**config.mk**
```make
export PLATFORM = sky130hd
export DESIGN_NAME = subsys_main
export DESIGN_NICKNAME = d
export VERILOG_FILES = /design/src/hdl/icb_bus_pkg.sv /design/src/hdl/adder_pkg.sv /design/src/hdl/icb_periph_fabric.sv /design/src/hdl/adder_regs.sv /design/src/hdl/adder_core.sv /design/src/hdl/gpio_inspect.sv /design/src/hdl/subsys_main.sv
export SDC_FILE = /design/constraint.sdc
export NUM_CORES = 1
export LEC_CHECK = 0
export BUFFER_PORTS_ARGS = -buffer_cell sky130_fd_sc_hd__buf_2
export CAP_MARGIN = 25
export CELL_PAD_IN_SITES_DETAIL_PLACEMENT = 0
export CELL_PAD_IN_SITES_GLOBAL_PLACEMENT = 2
export CORE_ASPECT_RATIO = 0.7
export CORE_UTILIZATION = 39
export DETAILED_ROUTE_END_ITERATION = 8
export PLACE_DENSITY = 0.85
export SETUP_SLACK_MARGIN = 0.2
export SLEW_MARGIN = 15
export SYNTH_ARGS = -nofsm -noshare
export SYNTH_HDL_FRONTEND = slang
export SYNTH_SLANG_ARGS = --single-unit
```
**constraint.sdc**
```tcl
create_clock -name hfclk -period 13.2 [get_ports hfclk]
set_clock_uncertainty 0.2 [all_clocks]
set_input_delay 3.3 -clock hfclk [delete_from_list [all_inputs] [get_ports hfclk]]
set_output_delay 3.3 -clock hfclk [all_outputs]
set_load 0.01 [all_outputs]
```
**src/hdl/icb_bus_pkg.sv**
```systemverilog
////////////////////////////////////////////////////////////
// ICB bus definitions for the private peripheral slice
// Word types, device address map and the shared helpers
// for region decode and byte-masked register writes
////////////////////////////////////////////////////////////
`default_nettype none

package icb_bus_pkg;

  typedef logic [31:0] addr_t;
  typedef logic [31:0] data_t;
  typedef logic [3:0]  wmask_t;
  typedef logic [19:0] region_t;
  typedef logic [11:0] offset_t;

  // Device regions, 4 KiB each
  localparam region_t ADDER_REGION = 20'h10041;
  localparam region_t GPIO_REGION  = 20'h10012;

  function automatic region_t addr_region(addr_t addr);
    return addr[31:12];
  endfunction

  function automatic offset_t addr_offset(addr_t addr);
    return addr[11:0];
  endfunction

  // Merge new bytes into a register under the write mask
  function automatic data_t apply_wmask(data_t old_val, data_t new_val, wmask_t mask);
    data_t merged;
    merged = old_val;
    for (int i = 0; i < 4; i++) begin
      if (mask[i]) merged[8*i +: 8] = new_val[8*i +: 8];
    end
    return merged;
  endfunction

endpackage

`default_nettype wire

```
**src/hdl/adder_pkg.sv**
```systemverilog
////////////////////////////////////////////////////////////
// Adder accelerator definitions
// Register map, control and status bits, operand word view
////////////////////////////////////////////////////////////
`default_nettype none

package adder_pkg;

  localparam icb_bus_pkg::offset_t ADDER_OPA_OFS    = 12'h000;
  localparam icb_bus_pkg::offset_t ADDER_OPB_OFS    = 12'h004;
  localparam icb_bus_pkg::offset_t ADDER_CTRL_OFS   = 12'h008;
  localparam icb_bus_pkg::offset_t ADDER_RESULT_OFS = 12'h00C;
  localparam icb_bus_pkg::offset_t ADDER_STATUS_OFS = 12'h010;

  // Control register
  localparam int CTRL_START_BIT = 0;
  localparam int CTRL_LANE_BIT  = 1;

  // Status register
  localparam int STATUS_DONE_BIT     = 0;
  localparam int STATUS_CARRY_HI_BIT = 1;
  localparam int STATUS_CARRY_LO_BIT = 2;
  localparam int STATUS_BUSY_BIT     = 3;

  typedef enum logic {ADD_FULL, ADD_LANES} add_mode_e;

  // One word seen whole or as two independent 16-bit lanes
  typedef union packed {
    logic [31:0] word;
    struct packed {
      logic [15:0] hi;
      logic [15:0] lo;
    } lanes;
  } add_word_u;

endpackage

`default_nettype wire

```
**src/hdl/icb_periph_fabric.sv**
```systemverilog
////////////////////////////////////////////////////////////
// Private peripheral ICB fabric
// Routes each command by region to the adder or GPIO-A and
// answers unmapped regions itself with an error response
////////////////////////////////////////////////////////////
`default_nettype none

module icb_periph_fabric (
  input  logic                hfclk,
  input  logic                rst,
  // Upstream port
  input  logic                cmd_valid,
  output logic                cmd_ready,
  input  icb_bus_pkg::addr_t  cmd_addr,
  input  logic                cmd_read,
  input  icb_bus_pkg::data_t  cmd_wdata,
  input  icb_bus_pkg::wmask_t cmd_wmask,
  output logic                rsp_valid,
  input  logic                rsp_ready,
  output logic                rsp_err,
  output icb_bus_pkg::data_t  rsp_rdata,
  // Adder port
  output logic                adder_cmd_valid,
  input  logic                adder_cmd_ready,
  output icb_bus_pkg::addr_t  adder_cmd_addr,
  output logic                adder_cmd_read,
  output icb_bus_pkg::data_t  adder_cmd_wdata,
  output icb_bus_pkg::wmask_t adder_cmd_wmask,
  input  logic                adder_rsp_valid,
  output logic                adder_rsp_ready,
  input  logic                adder_rsp_err,
  input  icb_bus_pkg::data_t  adder_rsp_rdata,
  // GPIO-A port
  output logic                gpio_cmd_valid,
  input  logic                gpio_cmd_ready,
  output icb_bus_pkg::addr_t  gpio_cmd_addr,
  output logic                gpio_cmd_read,
  output icb_bus_pkg::data_t  gpio_cmd_wdata,
  output icb_bus_pkg::wmask_t gpio_cmd_wmask,
  input  logic                gpio_rsp_valid,
  output logic                gpio_rsp_ready,
  input  logic                gpio_rsp_err,
  input  icb_bus_pkg::data_t  gpio_rsp_rdata
);
  import icb_bus_pkg::*;

  logic hit_adder;
  logic hit_gpio;
  logic pend_q;
  logic own_adder_q;
  logic own_gpio_q;

  assign hit_adder = (addr_region(cmd_addr) == ADDER_REGION);
  assign hit_gpio  = (addr_region(cmd_addr) == GPIO_REGION);

  ////////////////////////////////////////////////////////////
  // Command routing
  ////////////////////////////////////////////////////////////
  // Nothing new goes out while a response is pending
  assign adder_cmd_valid = cmd_valid && hit_adder && !pend_q;
  assign gpio_cmd_valid  = cmd_valid && hit_gpio && !pend_q;

  always_comb begin
    if (pend_q) cmd_ready = 1'b0;
    else if (hit_adder) cmd_ready = adder_cmd_ready;
    else if (hit_gpio) cmd_ready = gpio_cmd_ready;
    else cmd_ready = 1'b1;
  end

  assign adder_cmd_addr  = cmd_addr;
  assign adder_cmd_read  = cmd_read;
  assign adder_cmd_wdata = cmd_wdata;
  assign adder_cmd_wmask = cmd_wmask;
  assign gpio_cmd_addr   = cmd_addr;
  assign gpio_cmd_read   = cmd_read;
  assign gpio_cmd_wdata  = cmd_wdata;
  assign gpio_cmd_wmask  = cmd_wmask;

  // Owner of the outstanding response, neither means unmapped
  always_ff @(posedge hfclk) begin
    if (rst) begin
      pend_q      <= 1'b0;
      own_adder_q <= 1'b0;
      own_gpio_q  <= 1'b0;
    end else if (cmd_valid && cmd_ready) begin
      pend_q      <= 1'b1;
      own_adder_q <= hit_adder;
      own_gpio_q  <= hit_gpio;
    end else if (rsp_valid && rsp_ready) begin
      pend_q <= 1'b0;
    end
  end

  ////////////////////////////////////////////////////////////
  // Response return
  ////////////////////////////////////////////////////////////
  always_comb begin
    if (own_adder_q) begin
      rsp_valid = pend_q && adder_rsp_valid;
      rsp_err   = adder_rsp_err;
      rsp_rdata = adder_rsp_rdata;
    end else if (own_gpio_q) begin
      rsp_valid = pend_q && gpio_rsp_valid;
      rsp_err   = gpio_rsp_err;
      rsp_rdata = gpio_rsp_rdata;
    end else begin
      // Unmapped region, one cycle after acceptance
      rsp_valid = pend_q;
      rsp_err   = 1'b1;
      rsp_rdata = '0;
    end
  end

  assign adder_rsp_ready = rsp_ready && pend_q && own_adder_q;
  assign gpio_rsp_ready  = rsp_ready && pend_q && own_gpio_q;

endmodule

`default_nettype wire

```
**src/hdl/adder_regs.sv**
```systemverilog
////////////////////////////////////////////////////////////
// Adder accelerator register block
// Operands, mode and start on ICB, result and status back
////////////////////////////////////////////////////////////
`default_nettype none

module adder_regs (
  input  logic                 hfclk,
  input  logic                 rst,
  input  logic                 cmd_valid,
  output logic                 cmd_ready,
  input  icb_bus_pkg::addr_t   cmd_addr,
  input  logic                 cmd_read,
  input  icb_bus_pkg::data_t   cmd_wdata,
  input  icb_bus_pkg::wmask_t  cmd_wmask,
  output logic                 rsp_valid,
  input  logic                 rsp_ready,
  output logic                 rsp_err,
  output icb_bus_pkg::data_t   rsp_rdata,
  // Datapath op channel
  output logic                 op_valid,
  input  logic                 op_ready,
  output adder_pkg::add_word_u op_a,
  output adder_pkg::add_word_u op_b,
  output adder_pkg::add_mode_e op_mode,
  // Datapath result channel
  input  logic                 res_valid,
  output logic                 res_ready,
  input  adder_pkg::add_word_u res_sum,
  input  logic                 res_carry_hi,
  input  logic                 res_carry_lo
);
  import icb_bus_pkg::*;
  import adder_pkg::*;

  offset_t   ofs;
  data_t     rd_data;
  logic      acc_err;
  logic      wr_en;
  logic      start;
  add_word_u opa_q;
  add_word_u opb_q;
  add_word_u result_q;
  add_mode_e mode_q;
  logic      busy_q;
  logic      done_q;
  logic      carry_hi_q;
  logic      carry_lo_q;

  assign ofs       = addr_offset(cmd_addr);
  assign cmd_ready = !rsp_valid;
  assign wr_en     = cmd_valid && cmd_ready && !cmd_read && !acc_err;

  // Start is dropped while an add is in flight
  assign start = wr_en && (ofs == ADDER_CTRL_OFS) && cmd_wmask[0]
                 && cmd_wdata[CTRL_START_BIT] && !busy_q;

  ////////////////////////////////////////////////////////////
  // Register decode
  ////////////////////////////////////////////////////////////
  always_comb begin
    rd_data = '0;
    acc_err = 1'b0;
    case (ofs)
      ADDER_OPA_OFS:  rd_data = opa_q.word;
      ADDER_OPB_OFS:  rd_data = opb_q.word;
      ADDER_CTRL_OFS: rd_data[CTRL_LANE_BIT] = (mode_q == ADD_LANES);
      ADDER_RESULT_OFS: begin
        rd_data = result_q.word;
        acc_err = !cmd_read;
      end
      ADDER_STATUS_OFS: begin
        rd_data[STATUS_DONE_BIT]     = done_q;
        rd_data[STATUS_CARRY_HI_BIT] = carry_hi_q;
        rd_data[STATUS_CARRY_LO_BIT] = carry_lo_q;
        rd_data[STATUS_BUSY_BIT]     = busy_q;
        acc_err = !cmd_read;
      end
      default: acc_err = 1'b1;
    endcase
  end

  always_ff @(posedge hfclk) begin
    if (rst) begin
      opa_q.word <= '0;
      opb_q.word <= '0;
      mode_q     <= ADD_FULL;
    end else if (wr_en) begin
      if (ofs == ADDER_OPA_OFS) opa_q.word <= apply_wmask(opa_q.word, cmd_wdata, cmd_wmask);
      if (ofs == ADDER_OPB_OFS) opb_q.word <= apply_wmask(opb_q.word, cmd_wdata, cmd_wmask);
      if (ofs == ADDER_CTRL_OFS && cmd_wmask[0]) begin
        mode_q <= cmd_wdata[CTRL_LANE_BIT] ? ADD_LANES : ADD_FULL;
      end
    end
  end

  ////////////////////////////////////////////////////////////
  // Datapath handshake
  ////////////////////////////////////////////////////////////
  always_ff @(posedge hfclk) begin
    if (rst) begin
      op_valid <= 1'b0;
      busy_q   <= 1'b0;
      done_q   <= 1'b0;
    end else begin
      if (start) op_valid <= 1'b1;
      else if (op_valid && op_ready) op_valid <= 1'b0;
      if (start) begin
        busy_q <= 1'b1;
        done_q <= 1'b0;
      end else if (res_valid) begin
        busy_q <= 1'b0;
        done_q <= 1'b1;
      end
    end
  end

  always_ff @(posedge hfclk) begin
    if (res_valid) begin
      result_q   <= res_sum;
      carry_hi_q <= res_carry_hi;
      carry_lo_q <= res_carry_lo;
    end
  end

  assign op_a      = opa_q;
  assign op_b      = opb_q;
  assign op_mode   = mode_q;
  assign res_ready = 1'b1;

  // Registered response, data is zero on writes and errors
  always_ff @(posedge hfclk) begin
    if (rst) rsp_valid <= 1'b0;
    else if (cmd_valid && cmd_ready) rsp_valid <= 1'b1;
    else if (rsp_ready) rsp_valid <= 1'b0;
  end

  always_ff @(posedge hfclk) begin
    if (cmd_valid && cmd_ready) begin
      rsp_err   <= acc_err;
      rsp_rdata <= (cmd_read && !acc_err) ? rd_data : '0;
    end
  end

endmodule

`default_nettype wire

```
**src/hdl/adder_core.sv**
```systemverilog
////////////////////////////////////////////////////////////
// Adder datapath, one 32-bit sum or two 16-bit lane sums
// Holds one result until the register block takes it
////////////////////////////////////////////////////////////
`default_nettype none

module adder_core (
  input  logic                 hfclk,
  input  logic                 rst,
  input  logic                 op_valid,
  output logic                 op_ready,
  input  adder_pkg::add_word_u op_a,
  input  adder_pkg::add_word_u op_b,
  input  adder_pkg::add_mode_e op_mode,
  output logic                 res_valid,
  input  logic                 res_ready,
  output adder_pkg::add_word_u res_sum,
  output logic                 res_carry_hi,
  output logic                 res_carry_lo
);
  import adder_pkg::*;

  logic [32:0] full_sum;
  logic [16:0] hi_sum;
  logic [16:0] lo_sum;

  assign full_sum = {1'b0, op_a.word} + {1'b0, op_b.word};
  assign hi_sum   = {1'b0, op_a.lanes.hi} + {1'b0, op_b.lanes.hi};
  assign lo_sum   = {1'b0, op_a.lanes.lo} + {1'b0, op_b.lanes.lo};

  // Single result slot
  assign op_ready = !res_valid;

  always_ff @(posedge hfclk) begin
    if (rst) res_valid <= 1'b0;
    else if (op_valid && op_ready) res_valid <= 1'b1;
    else if (res_ready) res_valid <= 1'b0;
  end

  always_ff @(posedge hfclk) begin
    if (op_valid && op_ready) begin
      if (op_mode == ADD_LANES) begin
        res_sum.lanes.hi <= hi_sum[15:0];
        res_sum.lanes.lo <= lo_sum[15:0];
        res_carry_hi     <= hi_sum[16];
        res_carry_lo     <= lo_sum[16];
      end else begin
        res_sum.word <= full_sum[31:0];
        res_carry_hi <= full_sum[32];
        res_carry_lo <= 1'b0;
      end
    end
  end

endmodule

`default_nettype wire

```
**src/hdl/gpio_inspect.sv**
```systemverilog
////////////////////////////////////////////////////////////
// GPIO-A registers with the inspect-mode pad multiplexer
// Inspect mode drives all pads with a live view of the bus
////////////////////////////////////////////////////////////
`default_nettype none

module gpio_inspect (
  input  logic                hfclk,
  input  logic                rst,
  input  logic                inspect_mode,
  input  logic                cmd_valid,
  output logic                cmd_ready,
  input  icb_bus_pkg::addr_t  cmd_addr,
  input  logic                cmd_read,
  input  icb_bus_pkg::data_t  cmd_wdata,
  input  icb_bus_pkg::wmask_t cmd_wmask,
  output logic                rsp_valid,
  input  logic                rsp_ready,
  output logic                rsp_err,
  output icb_bus_pkg::data_t  rsp_rdata,
  // Bus tap
  input  logic                tap_cmd_valid,
  input  logic                tap_cmd_ready,
  input  icb_bus_pkg::addr_t  tap_cmd_addr,
  input  logic                tap_rsp_valid,
  input  logic                tap_rsp_ready,
  // Pads
  input  icb_bus_pkg::data_t  gpio_a_ival,
  output icb_bus_pkg::data_t  gpio_a_oval,
  output icb_bus_pkg::data_t  gpio_a_oe
);
  import icb_bus_pkg::*;

  localparam offset_t GPIO_OVAL_OFS = 12'h000;
  localparam offset_t GPIO_OE_OFS   = 12'h004;
  localparam offset_t GPIO_IVAL_OFS = 12'h008;

  offset_t ofs;
  data_t   rd_data;
  logic    acc_err;
  logic    wr_en;
  data_t   oval_q;
  data_t   oe_q;
  data_t   inspect_view;

  assign ofs       = addr_offset(cmd_addr);
  assign cmd_ready = !rsp_valid;
  assign wr_en     = cmd_valid && cmd_ready && !cmd_read && !acc_err;

  // Input register is read only
  always_comb begin
    rd_data = '0;
    acc_err = 1'b0;
    case (ofs)
      GPIO_OVAL_OFS: rd_data = oval_q;
      GPIO_OE_OFS:   rd_data = oe_q;
      GPIO_IVAL_OFS: begin
        rd_data = gpio_a_ival;
        acc_err = !cmd_read;
      end
      default: acc_err = 1'b1;
    endcase
  end

  always_ff @(posedge hfclk) begin
    if (rst) begin
      oval_q <= '0;
      oe_q   <= '0;
    end else if (wr_en) begin
      if (ofs == GPIO_OVAL_OFS) oval_q <= apply_wmask(oval_q, cmd_wdata, cmd_wmask);
      if (ofs == GPIO_OE_OFS) oe_q <= apply_wmask(oe_q, cmd_wdata, cmd_wmask);
    end
  end

  always_ff @(posedge hfclk) begin
    if (rst) rsp_valid <= 1'b0;
    else if (cmd_valid && cmd_ready) rsp_valid <= 1'b1;
    else if (rsp_ready) rsp_valid <= 1'b0;
  end

  always_ff @(posedge hfclk) begin
    if (cmd_valid && cmd_ready) begin
      rsp_err   <= acc_err;
      rsp_rdata <= (cmd_read && !acc_err) ? rd_data : '0;
    end
  end

  ////////////////////////////////////////////////////////////
  // Pad multiplexer
  ////////////////////////////////////////////////////////////
  // Address low bits, then the four handshake lines
  assign inspect_view = {6'b0, tap_rsp_ready, tap_rsp_valid,
                         tap_cmd_ready, tap_cmd_valid, tap_cmd_addr[21:0]};

  assign gpio_a_oe   = inspect_mode ? '1 : oe_q;
  assign gpio_a_oval = inspect_mode ? inspect_view : oval_q;

endmodule

`default_nettype wire

```
**src/hdl/subsys_main.sv**
```systemverilog
////////////////////////////////////////////////////////////
// Peripheral subsystem top
// ICB fabric with the adder accelerator and GPIO-A
////////////////////////////////////////////////////////////
`default_nettype none

module subsys_main (
  input  logic                hfclk,
  input  logic                rst,
  input  logic                inspect_mode,
  input  logic                cmd_valid,
  output logic                cmd_ready,
  input  icb_bus_pkg::addr_t  cmd_addr,
  input  logic                cmd_read,
  input  icb_bus_pkg::data_t  cmd_wdata,
  input  icb_bus_pkg::wmask_t cmd_wmask,
  output logic                rsp_valid,
  input  logic                rsp_ready,
  output logic                rsp_err,
  output icb_bus_pkg::data_t  rsp_rdata,
  input  icb_bus_pkg::data_t  gpio_a_ival,
  output icb_bus_pkg::data_t  gpio_a_oval,
  output icb_bus_pkg::data_t  gpio_a_oe
);
  import icb_bus_pkg::*;
  import adder_pkg::*;

  // Adder device channels
  logic      adder_cmd_valid;
  logic      adder_cmd_ready;
  addr_t     adder_cmd_addr;
  logic      adder_cmd_read;
  data_t     adder_cmd_wdata;
  wmask_t    adder_cmd_wmask;
  logic      adder_rsp_valid;
  logic      adder_rsp_ready;
  logic      adder_rsp_err;
  data_t     adder_rsp_rdata;

  // GPIO-A device channels
  logic      gpio_cmd_valid;
  logic      gpio_cmd_ready;
  addr_t     gpio_cmd_addr;
  logic      gpio_cmd_read;
  data_t     gpio_cmd_wdata;
  wmask_t    gpio_cmd_wmask;
  logic      gpio_rsp_valid;
  logic      gpio_rsp_ready;
  logic      gpio_rsp_err;
  data_t     gpio_rsp_rdata;

  // Register block to datapath
  logic      op_valid;
  logic      op_ready;
  add_word_u op_a;
  add_word_u op_b;
  add_mode_e op_mode;
  logic      res_valid;
  logic      res_ready;
  add_word_u res_sum;
  logic      res_carry_hi;
  logic      res_carry_lo;

  icb_periph_fabric u_icb_periph_fabric (.*);

  adder_regs u_adder_regs (
    .cmd_valid (adder_cmd_valid),
    .cmd_ready (adder_cmd_ready),
    .cmd_addr  (adder_cmd_addr),
    .cmd_read  (adder_cmd_read),
    .cmd_wdata (adder_cmd_wdata),
    .cmd_wmask (adder_cmd_wmask),
    .rsp_valid (adder_rsp_valid),
    .rsp_ready (adder_rsp_ready),
    .rsp_err   (adder_rsp_err),
    .rsp_rdata (adder_rsp_rdata),
    .*
  );

  adder_core u_adder_core (.*);

  // Inspect view taps the upstream port
  gpio_inspect u_gpio_inspect (
    .cmd_valid     (gpio_cmd_valid),
    .cmd_ready     (gpio_cmd_ready),
    .cmd_addr      (gpio_cmd_addr),
    .cmd_read      (gpio_cmd_read),
    .cmd_wdata     (gpio_cmd_wdata),
    .cmd_wmask     (gpio_cmd_wmask),
    .rsp_valid     (gpio_rsp_valid),
    .rsp_ready     (gpio_rsp_ready),
    .rsp_err       (gpio_rsp_err),
    .rsp_rdata     (gpio_rsp_rdata),
    .tap_cmd_valid (cmd_valid),
    .tap_cmd_ready (cmd_ready),
    .tap_cmd_addr  (cmd_addr),
    .tap_rsp_valid (rsp_valid),
    .tap_rsp_ready (rsp_ready),
    .*
  );

endmodule

`default_nettype wire

```
==> results of run 1 <==
-- state kept, by name, indices dropped and copies added (netlist names), 32 cells and up --
register,cells
u_adder_core.res_sum,32
u_adder_regs.op_a,32
u_adder_regs.op_b,32
u_adder_regs.result_q,32
u_adder_regs.rsp_rdata,32
u_gpio_inspect.oe_q,32
u_gpio_inspect.oval_q,32
u_gpio_inspect.rsp_rdata,32
-- layer usage --
metal	GRT usage	wire length, um
met4	0.0365	551
met3	0.0336	2790
met1	0.401	23000
met2	0.314	17100
met5	0	0
-- Yosys cell counts, types with 3 or more instances --
master	number
and2_1	8
and3_1	4
a211o_1	3
a31oi_1	8
ha_1	32
dfxtp_1	138
o21ai_0	27
a21o_1	9
nor3_2	4
nand4_1	5
o21a_1	8
nor4_2	3
clkbuf_1	63
or2_2	35
and4_1	3
buf_2	3
nor3_4	12
a211oi_1	3
nor3_1	12
a22o_1	32
nor2_1	244
buf_1	13
edfxtp_1	134
inv_1	17
nor4_1	5
nand2b_1	3
a22oi_1	4
xor2_1	8
or3_1	7
o211ai_1	3
or4_1	4
mux2_2	30
nand3_1	13
a21oi_1	142
nand2_1	104
o21bai_1	4
mux2i_1	157
nor2b_1	11
xnor2_1	16
-- path summary, 6_finish.rpt --
path                                                         start                                  end  slack, ps  depth (start not counted)
worst max register to register   u_adder_regs.op_a[0]$_SDFFE_PP0P_   u_adder_core.res_sum[20]$_DFFE_PP_       9840                          9
worst min-delay path            u_adder_core.res_sum[31]$_DFFE_PP_  u_adder_regs.result_q[31]$_DFFE_PP_        220                          0
worst min register to register  u_adder_core.res_sum[31]$_DFFE_PP_  u_adder_regs.result_q[31]$_DFFE_PP_        220                          0
worst max-delay path                                  cmd_addr[12]                      gpio_a_oval[23]       4840                          7
-- area by class of cell --
type / instances / share of cell area
Multi-Input combinational cell: 999 / 0.410
Inverter: 17 / 0.00396
Clock inverter: 4 / 0.00303
Clock buffer: 49 / 0.0522
Tap cell: 472 / 0.0367
Timing Repair Buffer: 219 / 0.0726
Sequential cell: 272 / 0.421
-- per-stage QoR --
step                       util  cell area [sq um]  setup slack (ps)
after floorplan               -              13700              5150
after global placement    0.438              15200              4860
after detailed placement  0.438              15200              4850
after CTS                 0.464              16100              4840
after global routing      0.465              16100              4770
final                     0.465              16100              4840
-- kinds of logic after synthesis --
logic type,Yosys count,synth area share
simple gates,487,0.171
fa+ha+maj,34,0.0320
mux,188,0.141
xor+xnor,24,0.0153
flops,272,0.494
compound gates,266,0.119
buf+inv,97,0.0273
-- power by group through the flow --
| stage | Clock, mW | Combinational (mW) | Sequential (mW) |
|---|---|---|---|
| after global placement | 0 | 0.0958 | 0.896 |
| after detailed placement | 0 | 0.0965 | 0.896 |
| final | 0.783 | 0.0985 | 0.878 |
| after global routing | 0.830 | 0.104 | 0.877 |
| after floorplan | 0 | 0.0463 | 0.896 |
| after CTS | 0.799 | 0.0967 | 0.878 |
-- worst max-delay path, delay by kind of cell --
| family | cells | cell delay, ps |
|---|---|---|
| AND/OR/NAND/NOR | 3 | 780 |
| AO/OA/AOI/OAI | 1 | 220 |
| multiplexers | 1 | 280 |
| buffers and inverters | 2 | 280 |
==> key figures, run 1 <==
Placed design
  • Post-DP HPWL: 31,500 um
  • Final RePlAce weighted congestion: 0.855
  • Placed insts: a little under 2,000
  • IO buf count: between 200 and 250

Timing
  • Final max-slew violation count: 0
  • Tcrit/Tclk final: 0.633
  • Max transition margin: 0.271
  • Setup TNS: 0 ps
  • Tmin final: 8360 ps
  • Worst Max-Slew Pin Slew: 1090 ps
  • RSZ-0062 raised after global routing: no
  • Worst hold slack: around 220 ps
  • # setup viols final: 0
  • Fmax: 120 MHz
  • Final hold vios: 0

Clocking
  • H-Tree Depth: 1
  • CTS tree: built
  • Clk buf depth: 3
  • Post-CTS Setup Inserts: 0
  • Root Driver: clkbuf_16
  • CTS resizes: 0
  • Total clock sinks: 272
  • Skew-Pair Late Insertion Delay: between 500 and 600 ps
  • CTS buffer count: 29
  • Cts-stage hold buffer count: 0
  • CTS clock-pin slew for the worst setup and hold paths: 60 ps

Synth
  • Ys async rst share: 0
  • Synthesized cell area: between 0.01 and 0.015 sq mm
  • Number of synthesized flops with an enable pin: 134
  • Post-Synthesis Cells: approximately 1,400
  • Largest cells by area after synthesis: edfxtp_1 29%, dfxtp_1 20%, mux2i_1 11%
  • Yosys top cell by area: edfxtp_1
  • Register area share after synthesis: 0.494
  • Average cell area after synthesis: roughly 10 sq um
  • Synth top area share: 0.293
  • Syn. warnings: 0
  • Post-synthesis net count: 1,508
  • Synth cell types: 68
  • Synth Register Bits: 272
  • Main flop type after synthesis: dfxtp_1

Die
  • I/O pin count: ~210
  • Die Ht: approximately 160 um
  • Die W: between 200 and 250 um
  • Die area: 0.0360 sq mm
  • Core area: 0.0347 sq mm
  • FP Rows: 57
  • Initial core utilization: 0.396

Drt
  • Drt wl/cell: 21.4 um
  • Post-DR vias/cell: 5.40
  • Drt first pass iters: 5
  • DRT antenna net count: 0
  • 1st-iter DRT viols: approximately 920
  • Vias: 11,000
  • Post-Route WL: 43,500 um
  • DRC: 0

Layout
  • Fin nets: 1,678
  • Commonest cells after routing, fill and taps aside: 244 x nor2_1, 202 x buf_2, 157 x mux2i_1
  • Ant diodes: 0
  • Non-Filler Instances: ~2,000
  • Register Area: 0.00679 sq mm
  • Area Growth Syn to Fin: 17.2%
  • Area occupied by multi-input gates: 0.00661 sq mm
  • Share of cells above drive strength 1: 0.225
  • Most common cell after layout, fill and taps aside: nor2_1
  • Filler Cell Count: 3,353

Pwr
  • Max VDD drop: 0.0878 mV
  • Clk pwr share: 0.445
  • Leakage: slightly above 6 nW
  • Total power: 1.76 mW
  • Psw: 0.395 mW
  • Combinational Power Share: 0.056
  • Seq pwr share: 0.499
  • Sw Ratio: 0.225
  • Power per cell area: between 100 and 150 mW/mm^2
  • Pint: 1.36 mW

Run status
  • Status: finished clean

Critical path
  • Critical path cell sequence: buf_2 > or4bb_1 > o22a_1 > nor2_1 > nor2_1 > mux2_2 > buf_2
  • Slowest stage cell, crit path: or4bb_1
  • CP peak stage delay: 590 ps
  • CP required: 9700 ps
  • Worst setup path class: input pin to output port
  • Critical path capture point type: output port
  • Startpoint types: input pin
  • Critical-path maximum fanout: 4
  • Arrival @ worst endpoint: 4860 ps

Flow run
  • Max Cap Viol: 0

Global routing
  • Initial antenna violation count: 1
  • First-pass GRT wire length: 64,400 um
  • Vias in the first global route: 10,100
  • Grt ovf: 0
  • GRT Util Overall: 0.237
  • Largest net degree at the start of global routing: 96

Worst hold path
  • Worst Hold Class: flip-flop to flip-flop
(Power assumes the default switching activity.)
==> inputs of run 2 (changes only) <==
Settings changed: CORE_UTILIZATION 39 to 36, PLACE_DENSITY 0.85 to 0.79.
Clock period 13.2 ns to 8.66 ns, I/O delays scaled along.
==> run 2 against run 1 <==
Against the previous run:
- die area is 8.2% higher
- via count down 1.3%
- total power grew 53%
- highest routed layer unchanged
- combinational power increased by 52%
- first-iteration DRC count is 5.9% lower
- core utilization fell by 3.3 points
==> key figures, run 2 (synthesized netlist as in run 1, its figures left out) <==
Critical path
  • CP required: 6300 ps (-3400 ps)
  • Startpoint types: input pin
  • Critical-path maximum fanout: 4 (unchanged)
  • Reg2reg setup slack: 5380 ps (-4460 ps)
  • Arrival @ worst endpoint: 3760 ps (-1100 ps)
  • Worst setup path class: input pin to output port
  • Critical path capture point type: output port

Global routing
  • GRT Util Overall: 0.223 (-0.0148)
  • Vias in the first global route: 10,100 (-0.41%)
  • Grt ovf: 0 (unchanged)
  • First-pass GRT wire length: 65,200 um (+1.3%)
  • Initial antenna violation count: 2 (+1)
  • Largest net degree at the start of global routing: 82 (-15%)

Drt
  • Top routing layer in use: met4
  • DRC: 0 (unchanged)
  • Drt wl/cell: 21.6 um (+1.1%)
  • Met2 routed WL: 17,200 um (+0.31%)
  • Drt first pass iters: 5 (unchanged)
  • Metal3 WL: 2400 um (-14%)
  • Vias: 10,800 (-1.3%)
  • Post-Route WL: 44,400 um (+2.1%)
  • Post-DR vias/cell: 5.27 (-2.3%)
  • M1 WL: 24,200 um (+4.8%)
  • DRT antenna net count: 0 (unchanged)
  • 1st-iter DRT viols: 864 (-5.9%)

Die
  • Die W: 236 um (+4.0%)
  • Core area: 0.0374 sq mm (+7.8%)
  • Die area: 0.0390 sq mm (+8.2%)
  • FP Rows: 59 (+3.5%)
  • Die Ht: 165 um (+4.0%)
  • Initial core utilization: 0.368 (-0.0286)
  • I/O pin count: 205 (unchanged)

Clocking
  • CTS buffer count: 29 (unchanged)
  • Skew-Pair Late Insertion Delay: 580 ps (+20 ps)
  • Clk buf depth: 3 (unchanged)
  • Post-CTS Setup Inserts: 0 (unchanged)
  • CTS tree: built
  • Total clock sinks: 272 (unchanged)
  • CTS resizes: 0 (unchanged)
  • H-Tree Depth: 1 (unchanged)
  • CTS clock-pin slew for the worst setup and hold paths: 60 ps (about the same)
  • Root Driver: clkbuf_16
  • Cts-stage hold buffer count: 0 (unchanged)

Timing
  • Setup TNS: 0 ps (unchanged)
  • Fmax: 163 MHz
  • Final max-slew violation count: 0 (unchanged)
  • Tcrit/Tclk final: 0.707
  • # setup viols final: 0 (unchanged)
  • Max transition margin: 0.296 (+0.0258)
  • Worst hold slack: 216 ps (+0.826 ps)
  • Fin worst setup slack: 2540 ps (-2310 ps)
  • Worst Max-Slew Pin Slew: 1060 ps (-35.4 ps)
  • RSZ-0062 raised after global routing: no
  • Tmin final: 6120 ps
  • Final hold vios: 0 (unchanged)

Placed design
  • IO buf count: 204 (unchanged)
  • Post-DP HPWL: 32,500 um (+3.1%)
  • Post-place setup slack: 2550 ps (-2300 ps)
  • Final RePlAce weighted congestion: 0.835 (-2.3%)

Pwr
  • Seq pwr share: 0.496 (-0.003)
  • Psw: 0.628 mW (+59%)
  • Pint: 2.07 mW (+52%)
  • Clk pwr share: 0.448 (+0.003)
  • Max VDD drop: 0.128 mV (+46%)
  • Power per cell area: 167 mW/mm^2 (+53%)
  • Sw Ratio: 0.233 (+0.00830)
  • Leakage: 6.22 nW (about the same)
  • Combinational Power Share: 0.056 (about the same)

Layout
  • Commonest cells after routing, fill and taps aside: 244 x nor2_1, 202 x buf_2, 157 x mux2i_1
  • Fin nets: 1,679 (+0.060%)
  • Share of cells above drive strength 1: 0.228 (+0.00291)
  • Area Growth Syn to Fin: 17.3% (about the same)
  • Most common cell after layout, fill and taps aside: nor2_1
  • Util after Layout: 0.432 (-0.0332)

Flow run
  • Max Cap Viol: 0 (unchanged)

Run status
  • Status: finished clean

Worst hold path
  • Worst Hold Class: flip-flop to flip-flop
## run 2: cell count changes in the layout (fill, tap and decap cells not counted), moves of 2 or more
cell      change
diode_2       +2
clkbuf_8      -4
buf_4         +3
clkbuf_1      -9
clkinv_2      +7
clkinv_1      +6
## run 2: metal layers
| layer | up-vias | track usage |
|---|---|---|
| met5 | - | 0 |
| met4 | 0 | 0.0386 |
| li1 | 5247 | - |
| met3 | 37 | 0.0331 |
| met1 | 5245 | 0.366 |
| met2 | 295 | 0.299 |
## run 2: power by group through the flow
stage / clock [mW] / sequential (mW) / combinational (mW)
2_1_floorplan: 0 / 1.37 / 0.0706
3_3_place_gp: 0 / 1.37 / 0.149
3_5_place_dp: 0 / 1.37 / 0.150
4_1_cts: 1.24 / 1.34 / 0.150
5_1_grt: 1.28 / 1.34 / 0.159
6_report: 1.21 / 1.34 / 0.150
## run 2: worst max-delay path, cell delays in order
cell and delay, ps:
buf_2 120, or4bb_1 620, o22a_1 220, nor2_1 110, nor2_1 70, mux2_2 290, buf_2 150
## run 2: final timing paths
| path | startpoint | endpoint | depth (start not counted) |
|---|---|---|---|
| worst max register to register | u_adder_regs.op_a[0]$_SDFFE_PP0P_ | u_adder_core.res_sum[28]$_DFFE_PP_ | 9 |
| worst min register to register | u_adder_core.res_sum[6]$_DFFE_PP_ | u_adder_regs.result_q[6]$_DFFE_PP_ | 0 |
| worst min-delay path | u_adder_core.res_sum[6]$_DFFE_PP_ | u_adder_regs.result_q[6]$_DFFE_PP_ | 0 |
| worst max-delay path | cmd_addr[12] | gpio_a_oval[23] | 7 |
## run 2: layout make-up
cell class,count,area [sq um]
well taps,488,611
repair buffers,220,1150
multi-input cells,999,6600
clock buffers,36,752
clock inverters,18,149
flip-flops and latches,272,6790
fillers,3624,21200
diodes,2,5.00
inverters,17,63.8
## run 2: metrics by stage
stage | power [mW] | instances | area, sq um
6_report | 2.70 | 2052 | 16100
4_1_cts | 2.73 | 2049 | 16100
5_1_grt | 2.78 | 2052 | 16100
3_5_place_dp | 1.52 | 1995 | 15200
3_3_place_gp | 1.52 | 1995 | 15200
2_1_floorplan | 1.44 | 1368 | 13700
==> inputs of run 3 (changes only) <==
Settings changed: CORE_UTILIZATION 36 to 33, PLACE_DENSITY 0.79 to 0.77.
Clock period 8.66 ns to 5.3 ns, I/O delays scaled along.
==> run 3 against run 2 <==
Against the previous run:
- register-to-register slack lost 3400 ps
- largest cell class unchanged
- design area grew 1.3%
- hold slack lost 5.5 ps
- global-route usage shrank 1.1 points
- sequential power grew 63%
- clock power grew 73%
- via count grew 1.7%
- final cell count grew 3.2%
- count of clock-buffer cells in the layout grew 2
- worst setup slack lost 1700 ps
- sequential share of layout area shrank 0.55 points
==> key figures, run 3 (synthesized netlist as in run 1, its figures left out) <==
Run status
  • Status: finished clean

Global routing
  • Largest net degree at the start of global routing: 57 (-30%)
  • First-pass GRT wire length: 67,800 um (+4.0%)
  • Grt ovf: 0 (unchanged)
  • M3 GR Usage: 0.0404 (+0.00728)
  • Initial antenna violation count: 0 (-2)
  • Vias in the first global route: 10,500 (+3.7%)
  • Met2 GRT Util: 0.283 (-0.0158)
  • Global route hottest layer: met1
  • Met1 usage: 0.344 (-0.0219)
  • GRT Util Overall: 0.212 (-0.0110)

Pwr
  • Leakage: 6.31 nW (+1.4%)
  • Sw Ratio: 0.233 (+0.000464)
  • Power per cell area: 277 mW/mm^2 (+66%)
  • Seq pwr share: 0.483 (-0.013)
  • Psw: 1.06 mW (+68%)
  • Clk pwr share: 0.461 (+0.013)
  • Total power: 4.53 mW (+68%)
  • Combinational Power Share: 0.056 (about the same)
  • Max VDD drop: 0.224 mV (+75%)
  • Pint: 3.47 mW (+68%)

Drt
  • Post-Route WL: 45,600 um (+2.8%)
  • 1st-iter DRT viols: 1,108 (+28%)
  • Drt wl/cell: 21.6 um (-0.35%)
  • Drt first pass iters: 5 (unchanged)
  • DRT antenna net count: 0 (unchanged)
  • Vias: 11,000 (+1.7%)
  • Post-DR vias/cell: 5.20 (-1.5%)
  • DRC: 0 (unchanged)

Die
  • Initial core utilization: 0.335 (-0.0330)
  • Die W: 246 um (+4.4%)
  • Die Ht: 173 um (+4.4%)
  • Die area: 0.0425 sq mm (+9.0%)
  • Core area: 0.0410 sq mm (+9.9%)
  • I/O pin count: 205 (unchanged)
  • FP Rows: 62 (+5.1%)

Layout
  • Most common cell after layout, fill and taps aside: nor2_1
  • Ant diodes: 0 (-2)
  • Fin nets: 1,689 (+0.60%)
  • Filler Cell Count: 4,053 (+12%)
  • Non-Filler Instances: 2,117 (+3.2%)
  • Area Growth Syn to Fin: 18.8%
  • Commonest cells after routing, fill and taps aside: 244 x nor2_1, 202 x buf_2, 157 x mux2i_1
  • Share of cells above drive strength 1: 0.235 (+0.00731)

Critical path
  • Critical path cell sequence: buf_2 > or4bb_1 > o22a_1 > nor2_1 > nor2_1 > mux2_2 > buf_2
  • Startpoint types: input pin
  • Critical-path maximum fanout: 4 (unchanged)
  • CP required: 3770 ps (-2530 ps)
  • Arrival @ worst endpoint: 2930 ps (-830 ps)
  • Worst reg2reg path depth: 9 (unchanged)
  • Cell family with most CP delay: simple AND/OR/NAND/NOR gates
  • CP peak stage delay: 630 ps (about the same)
  • CP Buf/Inv Count: 2 (unchanged)
  • Slowest stage cell, crit path: or4bb_1
  • Reg2reg setup slack: 1970 ps (-3410 ps)
  • Critical path capture point type: output port
  • R2r startpoint: u_adder_regs.op_a[0]$_SDFFE_PP0P_
  • End of the worst register-to-register path: u_adder_core.res_sum[30]$_DFFE_PP_
  • Worst setup path class: input pin to output port

Placed design
  • Final RePlAce weighted congestion: 0.831 (-0.53%)
  • Post-DP HPWL: 34,200 um (+5.3%)
  • IO buf count: 204 (unchanged)
  • Placed insts: 2,061 (+3.3%)

Timing
  • Final hold vios: 0 (unchanged)
  • Max transition margin: 0.335 (+0.0383)
  • Worst Max-Slew Pin Slew: 984 ps (-71.4 ps)
  • Tcrit/Tclk final: 0.841
  • Final max-slew violation count: 0 (unchanged)
  • Fmax: roughly 220 MHz
  • # setup viols final: 0 (unchanged)
  • RSZ-0062 raised after global routing: no
  • Tmin final: roughly 4500 ps

Clocking
  • CTS resizes: 0 (unchanged)
  • CTS buffer count: 30 (+3.4%)
  • Cts-stage hold buffer count: 0 (unchanged)
  • H-Tree Depth: 1 (unchanged)
  • Clk buf depth: 3 (unchanged)
  • Skew-Pair Late Insertion Delay: 590 ps (about the same)
  • Total clock sinks: 272 (unchanged)
  • CTS tree: built
  • Root Driver: clkbuf_16
  • CTS clock-pin slew for the worst setup and hold paths: 60 ps (about the same)
  • Post-CTS Setup Inserts: 0 (unchanged)

Worst hold path
  • Hold Crit Endpoint: u_adder_regs.result_q[15]$_DFFE_PP_
  • Hold Crit Depth: 0 (unchanged)
  • Worst Hold Class: flip-flop to flip-flop
  • Hold Startpoint: u_adder_core.res_sum[15]$_DFFE_PP_

Flow run
  • Max Cap Viol: 0 (unchanged)
-- run 3: cell types whose count changed in the layout (fill, tap and decap cells not counted), moves of 2 or more --
| cell | before | now |
|---|---|---|
| buf_4 | 17 | 27 |
| clkbuf_1 | 7 | 4 |
| clkbuf_8 | 0 | 4 |
| diode_2 | 2 | 0 |
-- run 3: layer usage --
metal,up-vias,part of all wire,routed length [um]
met5,-,0,0
met2,313,0.39,17800
met3,44,0.065,2980
met4,0,0.017,777
li1,5265,-,-
met1,5382,0.53,24100
-- run 3: worst max path at each step --
stage | end | slack [ps] | startpoint | depth (start not counted)
after floorplan | u_adder_regs.rsp_err$_DFFE_PP_ | -470 | cmd_addr[25] | 3
after global placement | u_adder_regs.op_b[12]$_SDFFE_PP0P_ | 830 | cmd_addr[25] | 7
after detailed placement | u_adder_regs.op_b[13]$_SDFFE_PP0P_ | 820 | cmd_addr[25] | 7
after CTS | gpio_a_oval[23] | 850 | cmd_addr[12] | 7
after global routing | gpio_a_oval[23] | 790 | cmd_addr[12] | 7
final | gpio_a_oval[23] | 840 | cmd_addr[12] | 7
-- run 3: cell type report --
cell class | count | area, sq um | share of cell area
Multi-Input combinational cell | 999 | 6600 | 0.404
Inverter | 17 | 63.8 | 0.00391
Timing Repair Buffer | 229 | 1210 | 0.0743
Tap cell | 544 | 681 | 0.0417
Clock inverter | 18 | 163 | 0.00996
Clock buffer | 38 | 821 | 0.0503
Sequential cell | 272 | 6790 | 0.416
-- run 3: power by group through the flow --
stage,combinational [mW],sequential (mW),clock (mW)
3_3_place_gp,0.251,2.23,0
3_5_place_dp,0.251,2.23,0
5_1_grt,0.266,2.18,2.22
2_1_floorplan,0.115,2.23,0
6_report,0.252,2.19,2.09
4_1_cts,0.252,2.19,2.14
-- run 3: per-stage QoR --
stage                     cell area, sq um  hold slack, ps  TNS [ps]  worst slack (ps)  utilization
after CTS                            16300             214         0               853        0.398
after detailed placement             15300             205         0               817        0.374
after global routing                 16300             219         0               791        0.398
after floorplan                      13700             200    -31100              -471            -
final                                16300             211         0               843        0.398
after global placement               15300             201         0               833        0.374
